[src/ctrl_pkg.sv]
package ctrl_pkg;

    typedef logic [31:0] word_t;
    typedef logic [31:0] instr_t;
    typedef logic [6:0]  opcode_t;
    typedef logic [3:0]  reg_idx_t;
    typedef logic [3:0]  cond_t;
    typedef logic [4:0]  imm5_t;
    typedef logic [11:0] imm12_t;
    typedef logic [1:0]  shift_op_t;
    typedef logic [2:0]  alu_op_t;
    typedef logic [1:0]  fwd_sel_t;
    typedef logic [1:0]  pc_sel_t;

    // operand sources for the execute stage
    localparam fwd_sel_t fwd_regfile = 2'b00;
    localparam fwd_sel_t fwd_mem     = 2'b01;
    localparam fwd_sel_t fwd_ldr     = 2'b10;

    localparam pc_sel_t pc_inc    = 2'b00;
    localparam pc_sel_t pc_reset  = 2'b01;
    localparam pc_sel_t pc_branch = 2'b10;

    // instruction class, taken from opcode bits 6:4
    localparam logic [2:0] cls_alu_reg     = 3'b000;
    localparam logic [2:0] cls_alu_imm     = 3'b001;
    localparam logic [2:0] cls_load        = 3'b010;
    localparam logic [2:0] cls_store       = 3'b011;
    localparam logic [2:0] cls_branch      = 3'b100;
    localparam logic [2:0] cls_branch_link = 3'b101;
    localparam logic [2:0] cls_nop         = 3'b111;

    typedef enum logic [3:0] {
        st_reset_hold,
        st_load_pc_start,
        st_fetch,
        st_fetch_wait,
        st_execute,
        st_memory,
        st_mem_wait,
        st_write_back,
        st_run
    } seq_state_e;

    // pass is only meaningful from the memory stage on
    typedef struct packed {
        instr_t instr;
        logic   valid;
        logic   pass;
    } stage_slot_t;

    typedef struct packed {
        fwd_sel_t sel_A_in, sel_B_in, sel_shift_in;
        logic     sel_shift, en_A, en_B, en_S;
    } exec_ctrl_t;

    typedef struct packed {
        pc_sel_t sel_pc;
        logic    load_pc, sel_branch_imm, sel_A, sel_B;
        alu_op_t ALU_op;
        logic    sel_pre_indexed, en_status, sel_load_LR, w_en1, mem_w_en;
    } mem_ctrl_t;

    typedef struct packed {
        cond_t     cond;
        opcode_t   opcode;
        logic      set_flags;
        reg_idx_t  rn, rd, rs, rm;
        imm5_t     imm5;
        shift_op_t shift_op;
        logic      reg_shift;
        imm12_t    imm12;
        word_t     imm_branch;
    } fields_t;

    function automatic fields_t decode(instr_t i);
        fields_t f;
        f.cond       = i[31:28];
        f.opcode     = i[27:21];
        f.set_flags  = i[20];
        f.rn         = i[19:16];
        f.rd         = i[15:12];
        f.rs         = i[11:8];
        f.imm5       = i[11:7];
        f.shift_op   = i[6:5];
        f.reg_shift  = i[4];
        f.rm         = i[3:0];
        f.imm12      = i[11:0];
        // word offset, sign-extended
        f.imm_branch = {{6{i[23]}}, i[23:0], 2'b00};
        return f;
    endfunction

    // 110 and 111 both fold into no-op
    function automatic logic [2:0] instr_class(opcode_t op);
        return (op[6:4] > cls_branch_link) ? cls_nop : op[6:4];
    endfunction

    // flags sit at N=31, Z=30, C=29, V=28
    function automatic logic cond_pass(cond_t c, word_t status);
        case (c)
            4'h0: return status[30];
            4'h1: return !status[30];
            4'h2: return status[29];
            4'h3: return !status[29];
            4'h4: return status[31];
            4'h5: return !status[31];
            4'h6: return status[28];
            4'h7: return !status[28];
            4'he: return 1'b1;
            default: return 1'b0;
        endcase
    endfunction

endpackage
[src/controller.sv]
module controller
    import ctrl_pkg::*;
(
    input  logic       clk,
    input  logic       rst_n,
    input  instr_t     instr_in,
    input  word_t      status_reg,
    // execute stage
    output opcode_t    opcode_execute_unit,
    output reg_idx_t   rn_execute_unit,
    output reg_idx_t   rs_execute_unit,
    output reg_idx_t   rm_execute_unit,
    output imm5_t      imm5_execute_unit,
    output exec_ctrl_t exec_ctrl,
    // memory stage
    output cond_t      cond_memory_unit,
    output opcode_t    opcode_memory_unit,
    output reg_idx_t   rd_memory_unit,
    output shift_op_t  shift_op_memory_unit,
    output imm12_t     imm12_memory_unit,
    output word_t      imm_branch_memory_unit,
    output mem_ctrl_t  mem_ctrl,
    // load write-back
    output logic       w_en_ldr
);

    logic        en_execute;
    logic        en_memory;
    logic        en_mem_wait;
    logic        en_writeback;
    logic        start_pc_load;
    logic        branch_taken;
    stage_slot_t exec_slot;
    stage_slot_t mem_slot;
    reg_idx_t    ldr_rd;

    pipeline_sequencer pipeline_sequencer (
        .clk          (clk),
        .rst_n        (rst_n),
        .en_execute   (en_execute),
        .en_memory    (en_memory),
        .en_mem_wait  (en_mem_wait),
        .en_writeback (en_writeback),
        .start_pc_load(start_pc_load)
    );

    execute_unit execute_unit (
        .clk         (clk),
        .rst_n       (rst_n),
        .instr_in    (instr_in),
        .enable      (en_execute),
        .branch_taken(branch_taken),
        // forwarding sources
        .mem_rd      (rd_memory_unit),
        .mem_writes  (mem_ctrl.w_en1),
        .ldr_rd      (ldr_rd),
        .w_en_ldr    (w_en_ldr),
        .opcode      (opcode_execute_unit),
        .rn          (rn_execute_unit),
        .rs          (rs_execute_unit),
        .rm          (rm_execute_unit),
        .imm5        (imm5_execute_unit),
        .exec_ctrl   (exec_ctrl),
        .slot        (exec_slot)
    );

    memory_unit memory_unit (
        .clk          (clk),
        .rst_n        (rst_n),
        .slot_in      (exec_slot),
        .enable       (en_memory),
        .status_reg   (status_reg),
        .start_pc_load(start_pc_load),
        .cond         (cond_memory_unit),
        .opcode       (opcode_memory_unit),
        .rd           (rd_memory_unit),
        .shift_op     (shift_op_memory_unit),
        .imm12        (imm12_memory_unit),
        .imm_branch   (imm_branch_memory_unit),
        .mem_ctrl     (mem_ctrl),
        .branch_taken (branch_taken),
        .slot_out     (mem_slot)
    );

    writeback_unit writeback_unit (
        .clk         (clk),
        .rst_n       (rst_n),
        .slot_in     (mem_slot),
        .en_mem_wait (en_mem_wait),
        .en_writeback(en_writeback),
        .w_en_ldr    (w_en_ldr),
        .ldr_rd      (ldr_rd)
    );

endmodule

[src/writeback_unit.sv]
module writeback_unit
    import ctrl_pkg::*;
(
    input  logic        clk,
    input  logic        rst_n,
    input  stage_slot_t slot_in,
    input  logic        en_mem_wait,
    input  logic        en_writeback,
    output logic        w_en_ldr,
    output reg_idx_t    ldr_rd
);

    stage_slot_t wait_q;
    stage_slot_t wb_q;
    fields_t     f;

    always_ff @(posedge clk or negedge rst_n) begin
        if (!rst_n) begin
            wait_q <= '0;
            wb_q   <= '0;
        end else begin
            wait_q.instr <= slot_in.instr;
            wait_q.valid <= en_mem_wait & slot_in.valid;
            wait_q.pass  <= slot_in.pass;
            wb_q.instr   <= wait_q.instr;
            wb_q.valid   <= en_writeback & wait_q.valid;
            wb_q.pass    <= wait_q.pass;
        end
    end

    assign f = decode(wb_q.instr);

    // load data arrives from memory in this stage
    assign w_en_ldr = wb_q.valid & wb_q.pass & (instr_class(f.opcode) == cls_load);
    assign ldr_rd   = f.rd;

endmodule

[src/memory_unit.sv]
module memory_unit
    import ctrl_pkg::*;
(
    input  logic        clk,
    input  logic        rst_n,
    input  stage_slot_t slot_in,
    input  logic        enable,
    input  word_t       status_reg,
    input  logic        start_pc_load,
    output cond_t       cond,
    output opcode_t     opcode,
    output reg_idx_t    rd,
    output shift_op_t   shift_op,
    output imm12_t      imm12,
    output word_t       imm_branch,
    output mem_ctrl_t   mem_ctrl,
    output logic        branch_taken,
    output stage_slot_t slot_out
);

    instr_t     instr_q;
    logic       valid_q;
    fields_t    f;
    logic [2:0] cls;
    logic       cond_ok;
    logic       active;

    always_ff @(posedge clk or negedge rst_n) begin
        if (!rst_n) begin
            instr_q <= '0;
            valid_q <= 1'b0;
        end else begin
            instr_q <= slot_in.instr;
            valid_q <= enable & slot_in.valid;
        end
    end

    assign f       = decode(instr_q);
    assign cls     = instr_class(f.opcode);
    assign cond_ok = cond_pass(f.cond, status_reg);
    assign active  = valid_q & cond_ok;

    assign cond       = f.cond;
    assign opcode     = f.opcode;
    assign rd         = f.rd;
    assign shift_op   = f.shift_op;
    assign imm12      = f.imm12;
    assign imm_branch = f.imm_branch;

    assign branch_taken = active & ((cls == cls_branch) || (cls == cls_branch_link));
    assign slot_out     = '{instr: instr_q, valid: valid_q, pass: cond_ok};

    always_comb begin
        mem_ctrl = '0;
        if (active) begin
            case (cls)
                cls_alu_reg, cls_alu_imm: begin
                    mem_ctrl.w_en1     = 1'b1;
                    mem_ctrl.ALU_op    = f.opcode[2:0];
                    mem_ctrl.en_status = f.set_flags;
                    mem_ctrl.sel_B     = (cls == cls_alu_imm);
                end
                // address is base plus offset
                cls_load, cls_store: begin
                    mem_ctrl.sel_B           = 1'b1;
                    mem_ctrl.sel_pre_indexed = f.opcode[3];
                    mem_ctrl.mem_w_en        = (cls == cls_store);
                end
                cls_branch, cls_branch_link: begin
                    mem_ctrl.load_pc        = 1'b1;
                    mem_ctrl.sel_pc         = pc_branch;
                    mem_ctrl.sel_branch_imm = 1'b1;
                    mem_ctrl.sel_A          = 1'b1;
                    // return address into LR
                    mem_ctrl.sel_load_LR    = (cls == cls_branch_link);
                    mem_ctrl.w_en1          = (cls == cls_branch_link);
                end
                default: mem_ctrl = '0;
            endcase
        end
        // reset vector load during start-up
        if (start_pc_load) begin
            mem_ctrl.load_pc = 1'b1;
            mem_ctrl.sel_pc  = pc_reset;
        end
    end

    a_one_write: assert property (@(posedge clk) disable iff (!rst_n)
        !(mem_ctrl.mem_w_en && mem_ctrl.w_en1));

    a_pc_source: assert property (@(posedge clk) disable iff (!rst_n)
        mem_ctrl.load_pc |-> mem_ctrl.sel_pc != pc_inc);

    // three dead slots follow every taken branch
    a_branch_shadow: assert property (@(posedge clk) disable iff (!rst_n)
        branch_taken |=> !valid_q [*3]);

endmodule

[src/execute_unit.sv]
module execute_unit
    import ctrl_pkg::*;
(
    input  logic        clk,
    input  logic        rst_n,
    input  instr_t      instr_in,
    input  logic        enable,
    input  logic        branch_taken,
    input  reg_idx_t    mem_rd,
    input  logic        mem_writes,
    input  reg_idx_t    ldr_rd,
    input  logic        w_en_ldr,
    output opcode_t     opcode,
    output reg_idx_t    rn,
    output reg_idx_t    rs,
    output reg_idx_t    rm,
    output imm5_t       imm5,
    output exec_ctrl_t  exec_ctrl,
    output stage_slot_t slot
);

    instr_t     instr_q;
    logic       valid_q;
    // squash shadow of the fetch side
    // bit 1 marks the word captured at the next edge, bit 0 the word now held
    logic [1:0] squash_q;
    fields_t    f;
    logic [2:0] cls;
    logic       live;

    // memory stage first, then the load in write-back
    function automatic fwd_sel_t fwd_pick(reg_idx_t src, reg_idx_t m_rd, logic m_wr,
                                          reg_idx_t l_rd, logic l_wr);
        if (m_wr && src == m_rd) begin
            return fwd_mem;
        end
        if (l_wr && src == l_rd) begin
            return fwd_ldr;
        end
        return fwd_regfile;
    endfunction

    always_ff @(posedge clk or negedge rst_n) begin
        if (!rst_n) begin
            instr_q  <= '0;
            valid_q  <= 1'b0;
            squash_q <= 2'b00;
        end else begin
            instr_q <= instr_in;
            valid_q <= enable & ~squash_q[1];
            if (branch_taken) begin
                squash_q <= 2'b11;
            end else begin
                squash_q <= {1'b0, squash_q[1]};
            end
        end
    end

    assign f   = decode(instr_q);
    assign cls = instr_class(f.opcode);

    // a taken branch kills the word held here in the same cycle
    assign live = valid_q & ~squash_q[0] & ~branch_taken;

    assign opcode = f.opcode;
    assign rn     = f.rn;
    assign rs     = f.rs;
    assign rm     = f.rm;
    assign imm5   = f.imm5;
    assign slot   = '{instr: instr_q, valid: live, pass: 1'b0};

    always_comb begin
        exec_ctrl = '0;
        if (live) begin
            exec_ctrl.sel_A_in     = fwd_pick(f.rn, mem_rd, mem_writes, ldr_rd, w_en_ldr);
            exec_ctrl.sel_B_in     = fwd_pick(f.rm, mem_rd, mem_writes, ldr_rd, w_en_ldr);
            exec_ctrl.sel_shift_in = fwd_pick(f.rs, mem_rd, mem_writes, ldr_rd, w_en_ldr);
            exec_ctrl.en_A         = (cls != cls_branch) && (cls != cls_nop);
            exec_ctrl.en_B         = (cls == cls_alu_reg) || (cls == cls_store);
            // shift amount taken from rs
            exec_ctrl.en_S         = (cls == cls_alu_reg) && f.reg_shift;
            exec_ctrl.sel_shift    = (cls == cls_alu_reg) && f.reg_shift;
        end
    end

    a_fwd_legal: assert property (@(posedge clk) disable iff (!rst_n)
        exec_ctrl.sel_A_in != 2'b11 && exec_ctrl.sel_B_in != 2'b11 &&
        exec_ctrl.sel_shift_in != 2'b11);

endmodule

[src/pipeline_sequencer.sv]
module pipeline_sequencer
    import ctrl_pkg::*;
(
    input  logic clk,
    input  logic rst_n,
    output logic en_execute,
    output logic en_memory,
    output logic en_mem_wait,
    output logic en_writeback,
    output logic start_pc_load
);

    seq_state_e state;

    // one pass through start-up, then stay in run
    always_ff @(posedge clk or negedge rst_n) begin
        if (!rst_n) begin
            state <= st_reset_hold;
        end else begin
            case (state)
                st_reset_hold:    state <= st_load_pc_start;
                st_load_pc_start: state <= st_fetch;
                st_fetch:         state <= st_fetch_wait;
                st_fetch_wait:    state <= st_execute;
                st_execute:       state <= st_memory;
                st_memory:        state <= st_mem_wait;
                st_mem_wait:      state <= st_write_back;
                default:          state <= st_run;
            endcase
        end
    end

    // stages open one per cycle
    assign en_execute    = (state >= st_execute);
    assign en_memory     = (state >= st_memory);
    assign en_mem_wait   = (state >= st_mem_wait);
    assign en_writeback  = (state >= st_write_back);
    assign start_pc_load = (state == st_load_pc_start);

    property p_stays_open(logic en);
        @(posedge clk) disable iff (!rst_n) en |=> en;
    endproperty

    a_exec_open:  assert property (p_stays_open(en_execute));
    a_mem_open:   assert property (p_stays_open(en_memory));
    a_wait_open:  assert property (p_stays_open(en_mem_wait));
    a_wback_open: assert property (p_stays_open(en_writeback));

endmodule

[config.mk]
export PLATFORM = sky130hd
export DESIGN_NAME = controller
export DESIGN_NICKNAME = d
export VERILOG_FILES = /design/src/ctrl_pkg.sv /design/src/controller.sv /design/src/writeback_unit.sv /design/src/memory_unit.sv /design/src/execute_unit.sv /design/src/pipeline_sequencer.sv
export SDC_FILE = /design/constraint.sdc
export NUM_CORES = 1
export LEC_CHECK = 0
export BUFFER_PORTS_ARGS = -buffer_cell sky130_fd_sc_hd__clkbuf_2
export CAP_MARGIN = 15
export CORE_ASPECT_RATIO = 0.9
export CORE_MARGIN = 4
export CORE_UTILIZATION = 30
export CTS_CLUSTER_DIAMETER = 40
export DETAILED_ROUTE_END_ITERATION = 7
export GPL_TIMING_DRIVEN = 0
export PLACE_DENSITY_LB_ADDON = 0.15
export REMOVE_ABC_BUFFERS = 1
export SKIP_LAST_GASP = 1
export SLEW_MARGIN = 20
export SYNTH_ARGS = -nofsm -noshare
export SYNTH_HDL_FRONTEND = slang
export SYNTH_SLANG_ARGS = --single-unit
[constraint.sdc]
create_clock -name clk -period 2.1 [get_ports clk]
set_input_delay 0.105 -clock clk [delete_from_list [all_inputs] [get_ports clk]]
set_output_delay 0.105 -clock clk [all_outputs]
set_load 0.005 [all_outputs]
==> After elaboration in Yosys (flattened, before gate mapping) <==
Cells that the tools add are included.
{ "totals": {"register_bits": 132, "output_inout_bits": 110} }
{ "classes": {"n_lt_le_gt_ge": 7, "n_eq_ne": 29, "muxes": 44, "n_reduce_logical": 21, "n_bitwise": 13} }
{ "ops": {"columns": ["cell", "count"], "rows": [
  ["equality test 4 x 3 -> 1 bit (second input constant)", 7],
  ["case mux 4 bit (7 select lines)", 1],
  ["two-way mux 2 bit", 13],
  ["equality test 4 bit", 6],
  ["two-way mux 1 bit", 19],
  ["equality test 4 x 2 -> 1 bit (second input constant)", 4],
  [">= comparator 4 x 3 -> 1 bit (second input constant)", 4],
  ["two-way mux 3 bit", 5],
  ["two-way mux 14 bit", 1],
  ["equality test 3 x 2 -> 1 bit (second input constant)", 4],
  ["bitwise AND 1 bit", 10],
  ["two-way mux 10 bit", 1],
  ["> comparator 3 bit (second input constant)", 3],
  ["case mux 1 bit (9 select lines)", 1],
  ["equality test 4 x 1 -> 1 bit (second input constant)", 2],
  ["logical AND 1 bit", 8],
  ["logical NOT 4 bit", 2],
  ["equality test 3 bit (second input constant)", 2],
  ["logical NOT 3 bit", 2],
  ["inequality test 3 bit (second input constant)", 2],
  ["OR reduction 2 bit", 3],
  ["two-way mux 5 bit", 1],
  ["equality test 4 bit (second input constant)", 1],
  ["logical NOT 1 bit", 4],
  ["other kinds (4)", 8]
]} }

==> Depth between registers and ports, before layout <==
{ "logic_depth": {"ltp_word": 14, "depth_mapped": 6, "depth_no_buf": 5} }

==> Cells and area by module <==
A second synthesis with hierarchy kept.
{ "hier_totals": {"cells_unflattened": 292, "hier_area_um2": 3747.3} }
{ "modules_own_cells": {"columns": ["module", "cells_each", "seq_area_each_um2", "n_inst", "area_per_inst_um2"], "rows": [
  ["memory_unit", 134, 825.8, 1, 1589.0],
  ["execute_unit", 114, 875.8, 1, 1453.9],
  ["writeback_unit", 26, 450.4, 1, 505.5],
  ["pipeline_sequencer", 18, 100.1, 1, 198.9]
]} }

==> Worst setup path after synthesis <==
Ideal clock, no wire load.
{ "synth_timing": {"path_type": "reg2out", "start": "reg memory_unit.instr_q[30]", "end": "out exec_ctrl[3] (netlist bit)", "slack_ns": 0.337, "arrival_time_ns": 1.658, "n_path_buf": 1, "required_ns": 1.995, "stages_incl_launch_ff": 7, "path_cell_list": "dfrtp_1 mux2i_1 xnor2_1 or4_4 nand4b_4 nor4_1 buf_4"} }
{ "synth_rtl": {"columns": ["element", "line", "source"], "rows": [
  ["start, declared", "memory_unit.sv:21", "instr_t instr_q;"],
  ["start signal, assigned", "memory_unit.sv:33", "instr_q <= slot_in.instr;"],
  ["end, declared", "controller.sv:14", "output exec_ctrl_t exec_ctrl,"]
]} }

==> flow_summary.yaml <==
timing:
  layout_setup_ws_ns: -0.05284
  rsz_0062_raised_after_global_routing: "true"
  fmax_ghz: 0.4645
  maxSlewHeadroom_pct: 49.01
  slew_violations: 0
  worst_clock_skew_ns: 0.003901
  report.final.setup_viol: 19
  hold_viol: 0
  finalCritPeriodShare_pct: 102.5
  least_margin_pin_slew_ns: 0.7542
  layout_min_cycle_time_ns: 2.153
finish:
  final_nets: 457
  fin_cells: 548
  final_standard_cell_utilization_of_the_core_pct: 43.11
  drive_above_1_share_pct: 49.75
  number_of_fillers_in_the_final_layout: 1065
  commonest_non_fill_non_tap_cell_in_the_layout: "clkbuf_2"
  layout-area-overhead-vs-synth_pct: 38.82
  insertedDiodeCount: 0
  combined_area_of_the_multi_input_logic_cells_sq_um: 883.3
  regArea_sq_um: 2255
  layout_common_cells: "clkbuf_2 (143), dfrtp_1 (88), dlygate4sd3_1 (33), xor2_1 (14), xnor2_1 (13)"
status:
  run_status: "finished with violations"
  violated_checks: "negative setup slack"
setup_path:
  timing.reg2reg.worst_path_depth: 7
  cp-start-kind: "register"
  critical_path.reg2reg.startpoint: "memory_unit.instr_q[31]"
  criticalPathCategory: "reg -> out"
  worstPathArrival_ns: 2.05
  ff2ff_setup_slack_ns: 0.30
  path_max_fanout: 5
  regToRegEndpoint: "memory_unit.valid_q"
  end_kind: "primary output"
  timing.critical_path.required_ns: 2.00
min_path:
  min-delay-path-class: "reg -> reg"
  hp-start: "execute_unit.instr_q[14]"
  min_delay_path_depth: 0
  hold_path_end: "memory_unit.instr_q[14]"
floorplan:
  num_io_pins: 176
  fp.dieH_microns: 109.2
  std_cell_core_area_sq_um: 10990
  floorplan.die.width_microns: 120.4
  die_area_sq_um: 13150
  core.rowCount: 36
  initial_core_util_pct: 31.06
synth:
  cell_types_occupying_the_most_area_after_synthesis: "dfrtp_1 (66%), buf_4 (13%), xnor2_1 (3.6%)"
  syn_avg_cell_area_sq_um: 13.54
  synth_area_sq_um: 3413
  synthCells: 252
  synth_largest_area_cell: "dfrtp_1"
  ys.flop_type: "dfrtp_1"
  synth.top_cell.area_share_pct: 65.98
  synth-warning-count: 0
  synth_edf_count: 0
  share_of_flip_flops_with_an_asynchronous_set_or_reset_pct: 100.0
  postSynthRegisterBits: 90
  count_of_different_cell_masters_after_synthesis: 32
  share_of_synthesized_area_occupied_by_flip_flops_and_latches_pct: 65.98
clock_network:
  clkSlewWorstSetupHoldPaths_ns: 0.06
  clock_latency_ns: 0.33
  tritoncts.num_buffers: 9
  cts.sinks: 90
  tritoncts: "built"
  cts-root-buf: "clkbuf_16"
  cts_max_path_buffers: 2
  cts_max_level: 3
routing:
  drt_wl_total_microns: 7814
  drt_iter0_drc: 70
  detail_route.wl_per_cell_microns: 14.26
  drtPass1Iterations: 3
  routed_via_density: 4.020
  ant_nets: 0
  routed-via-count: 2203
  route.detailed.drc: 0
global_route:
  first_global_vias: 2322
  grt_first_pass_wirelength_microns: 12250
  antenna_found_initial: 0
  pin_count_of_the_biggest_net_entering_global_routing: 91
  grtUsageTotal_pct: 12.31
  grt_overflow: 0
power:
  clock_power_share_pct: 39.1
  power_frac_comb_pct: 10.4
  power_density_nw_per_um2: 797.6
  power_report.internal_total_mw: 2.875
  power.share.switching_pct: 23.93
  static-leakage-power_nw: 2.269
  power.share.sequential_pct: 50.5
  irDropWorstVdd_v: 0.0004026
  p_sw_mw: 0.9044
placed_design:
  routability_congestion: 0.7301
  place_inst: 491
  dp.final_hpwl_microns: 5466
  io_buffer_count: 145
run:
  maxCapViolations: 0
==> registers in the layout, summed over array words and instances (netlist names) <==
register / flops
execute_unit.instr_q: 32
memory_unit.instr_q: 32
writeback_unit.wait_q: 9
pipeline_sequencer.state: 4
writeback_unit.ldr_rd: 4
writeback_unit.f: 3
execute_unit.squash_q: 2
writeback_unit.wb_q: 2
execute_unit.valid_q: 1
memory_unit.valid_q: 1
==> metal layers <==
layer  wire length (microns)  vias to the layer above  GRT usage (%)
met1                    3318                     1075          15.39
li1                        -                     1054              -
met2                    3951                       65          20.10
met3                     425                        9          3.734
met4                     119                        0          4.854
met5                       0                        -              0
==> critical path, cell delays in order, from the launching register on <==
cell and delay [ns]:
dfrtp_2 0.46, mux2i_4 0.21, xnor2_2 0.15, or4_4 0.50
nand4b_4 0.21, nor4_2 0.05, clkbuf_2 0.13
==> through the flow <==
stage / TNS [ns] / hold slack (ns) / cell area, sq um / worst slack (ns) / total power, mW
2_1_floorplan: 0 / -0.1906 / 2978 / 0.4455 / 2.029
3_3_place_gp: -9.462 / 0.2143 / 3894 / -0.1152 / 2.239
3_5_place_dp: 0 / 0.2147 / 3902 / 0.1036 / 2.243
4_1_cts: -0.7671 / 0.3467 / 4683 / -0.07037 / 3.850
5_1_grt: -3.317 / 0.3574 / 4738 / -0.1848 / 3.980
6_report: -0.5379 / 0.3443 / 4738 / -0.05284 / 3.779
==> cell type report <==
cell class | instances | share of cell area, %
multi-input cells | 102 | 18.64
inverters | 3 | 0.2377
well taps | 152 | 4.014
clock inverters | 5 | 0.8186
repair buffers | 185 | 23.58
flip-flops and latches | 90 | 47.58
clock buffers | 11 | 5.123
==> cells in the mapped netlist, types with 2 or more instances <==
master	n
nor3_1	3
a21oi_1	7
inv_1	3
buf_4	58
nor4_1	7
xnor2_1	14
dfrtp_1	90
nand2_1	6
and2_1	2
nand2_2	2
nor2b_1	7
nand2b_1	4
nor2_1	9
or2_2	2
and4_1	6
nand4_1	3
xor2_1	14
==> cells by family (layout without fill, tap and decap cells) <==
group / Yosys count / after routing / synth area share [%]
compound gates: 13 / 13 / 2.529
xor+xnor: 28 / 28 / 7.185
buf+inv: 62 / 204 / 13.20
flops: 90 / 90 / 65.98
mux: 1 / 1 / 0.2933
other cells: 1 / 2 / 0.1099
simple gates: 57 / 58 / 10.70
==> what timing repair did <==
action                                 CTS  global route
gates resized for setup                 22             7
hold buffers                            33             0
cloned                                   1             0
endpoints found under the hold margin  122             0
pin swaps                               12             1
setup buffers                            5             2
setup endpoints to repair               23            23
==> worst max path at each step <==
stage | end | slack [ns] | depth (start not counted) | start
finish | exec_ctrl[9] | -0.05 | 6 | memory_unit.instr_q[30]
global route | exec_ctrl[4] | -0.18 | 6 | memory_unit.instr_q[30]
CTS | exec_ctrl[7] | -0.07 | 6 | memory_unit.instr_q[30]
detailed placement | exec_ctrl[5] | 0.10 | 6 | memory_unit.instr_q[30]
global placement | pipeline_sequencer.state[1] | -0.12 | 1 | rst_n
floorplan | mem_ctrl[13] | 0.45 | 5 | memory_unit.instr_q[30]
==> power groups by stage <==
stage          clock network (mW)  logic, mW  registers, mW
3_5_place_dp                    0      0.304           1.94
5_1_grt                      1.62      0.439           1.92
6_report                     1.48      0.393           1.91
3_3_place_gp                    0      0.304           1.94
4_1_cts                      1.55      0.393           1.91
2_1_floorplan                   0     0.0990           1.93
Note: power is estimated with default switching activity, not from simulation.
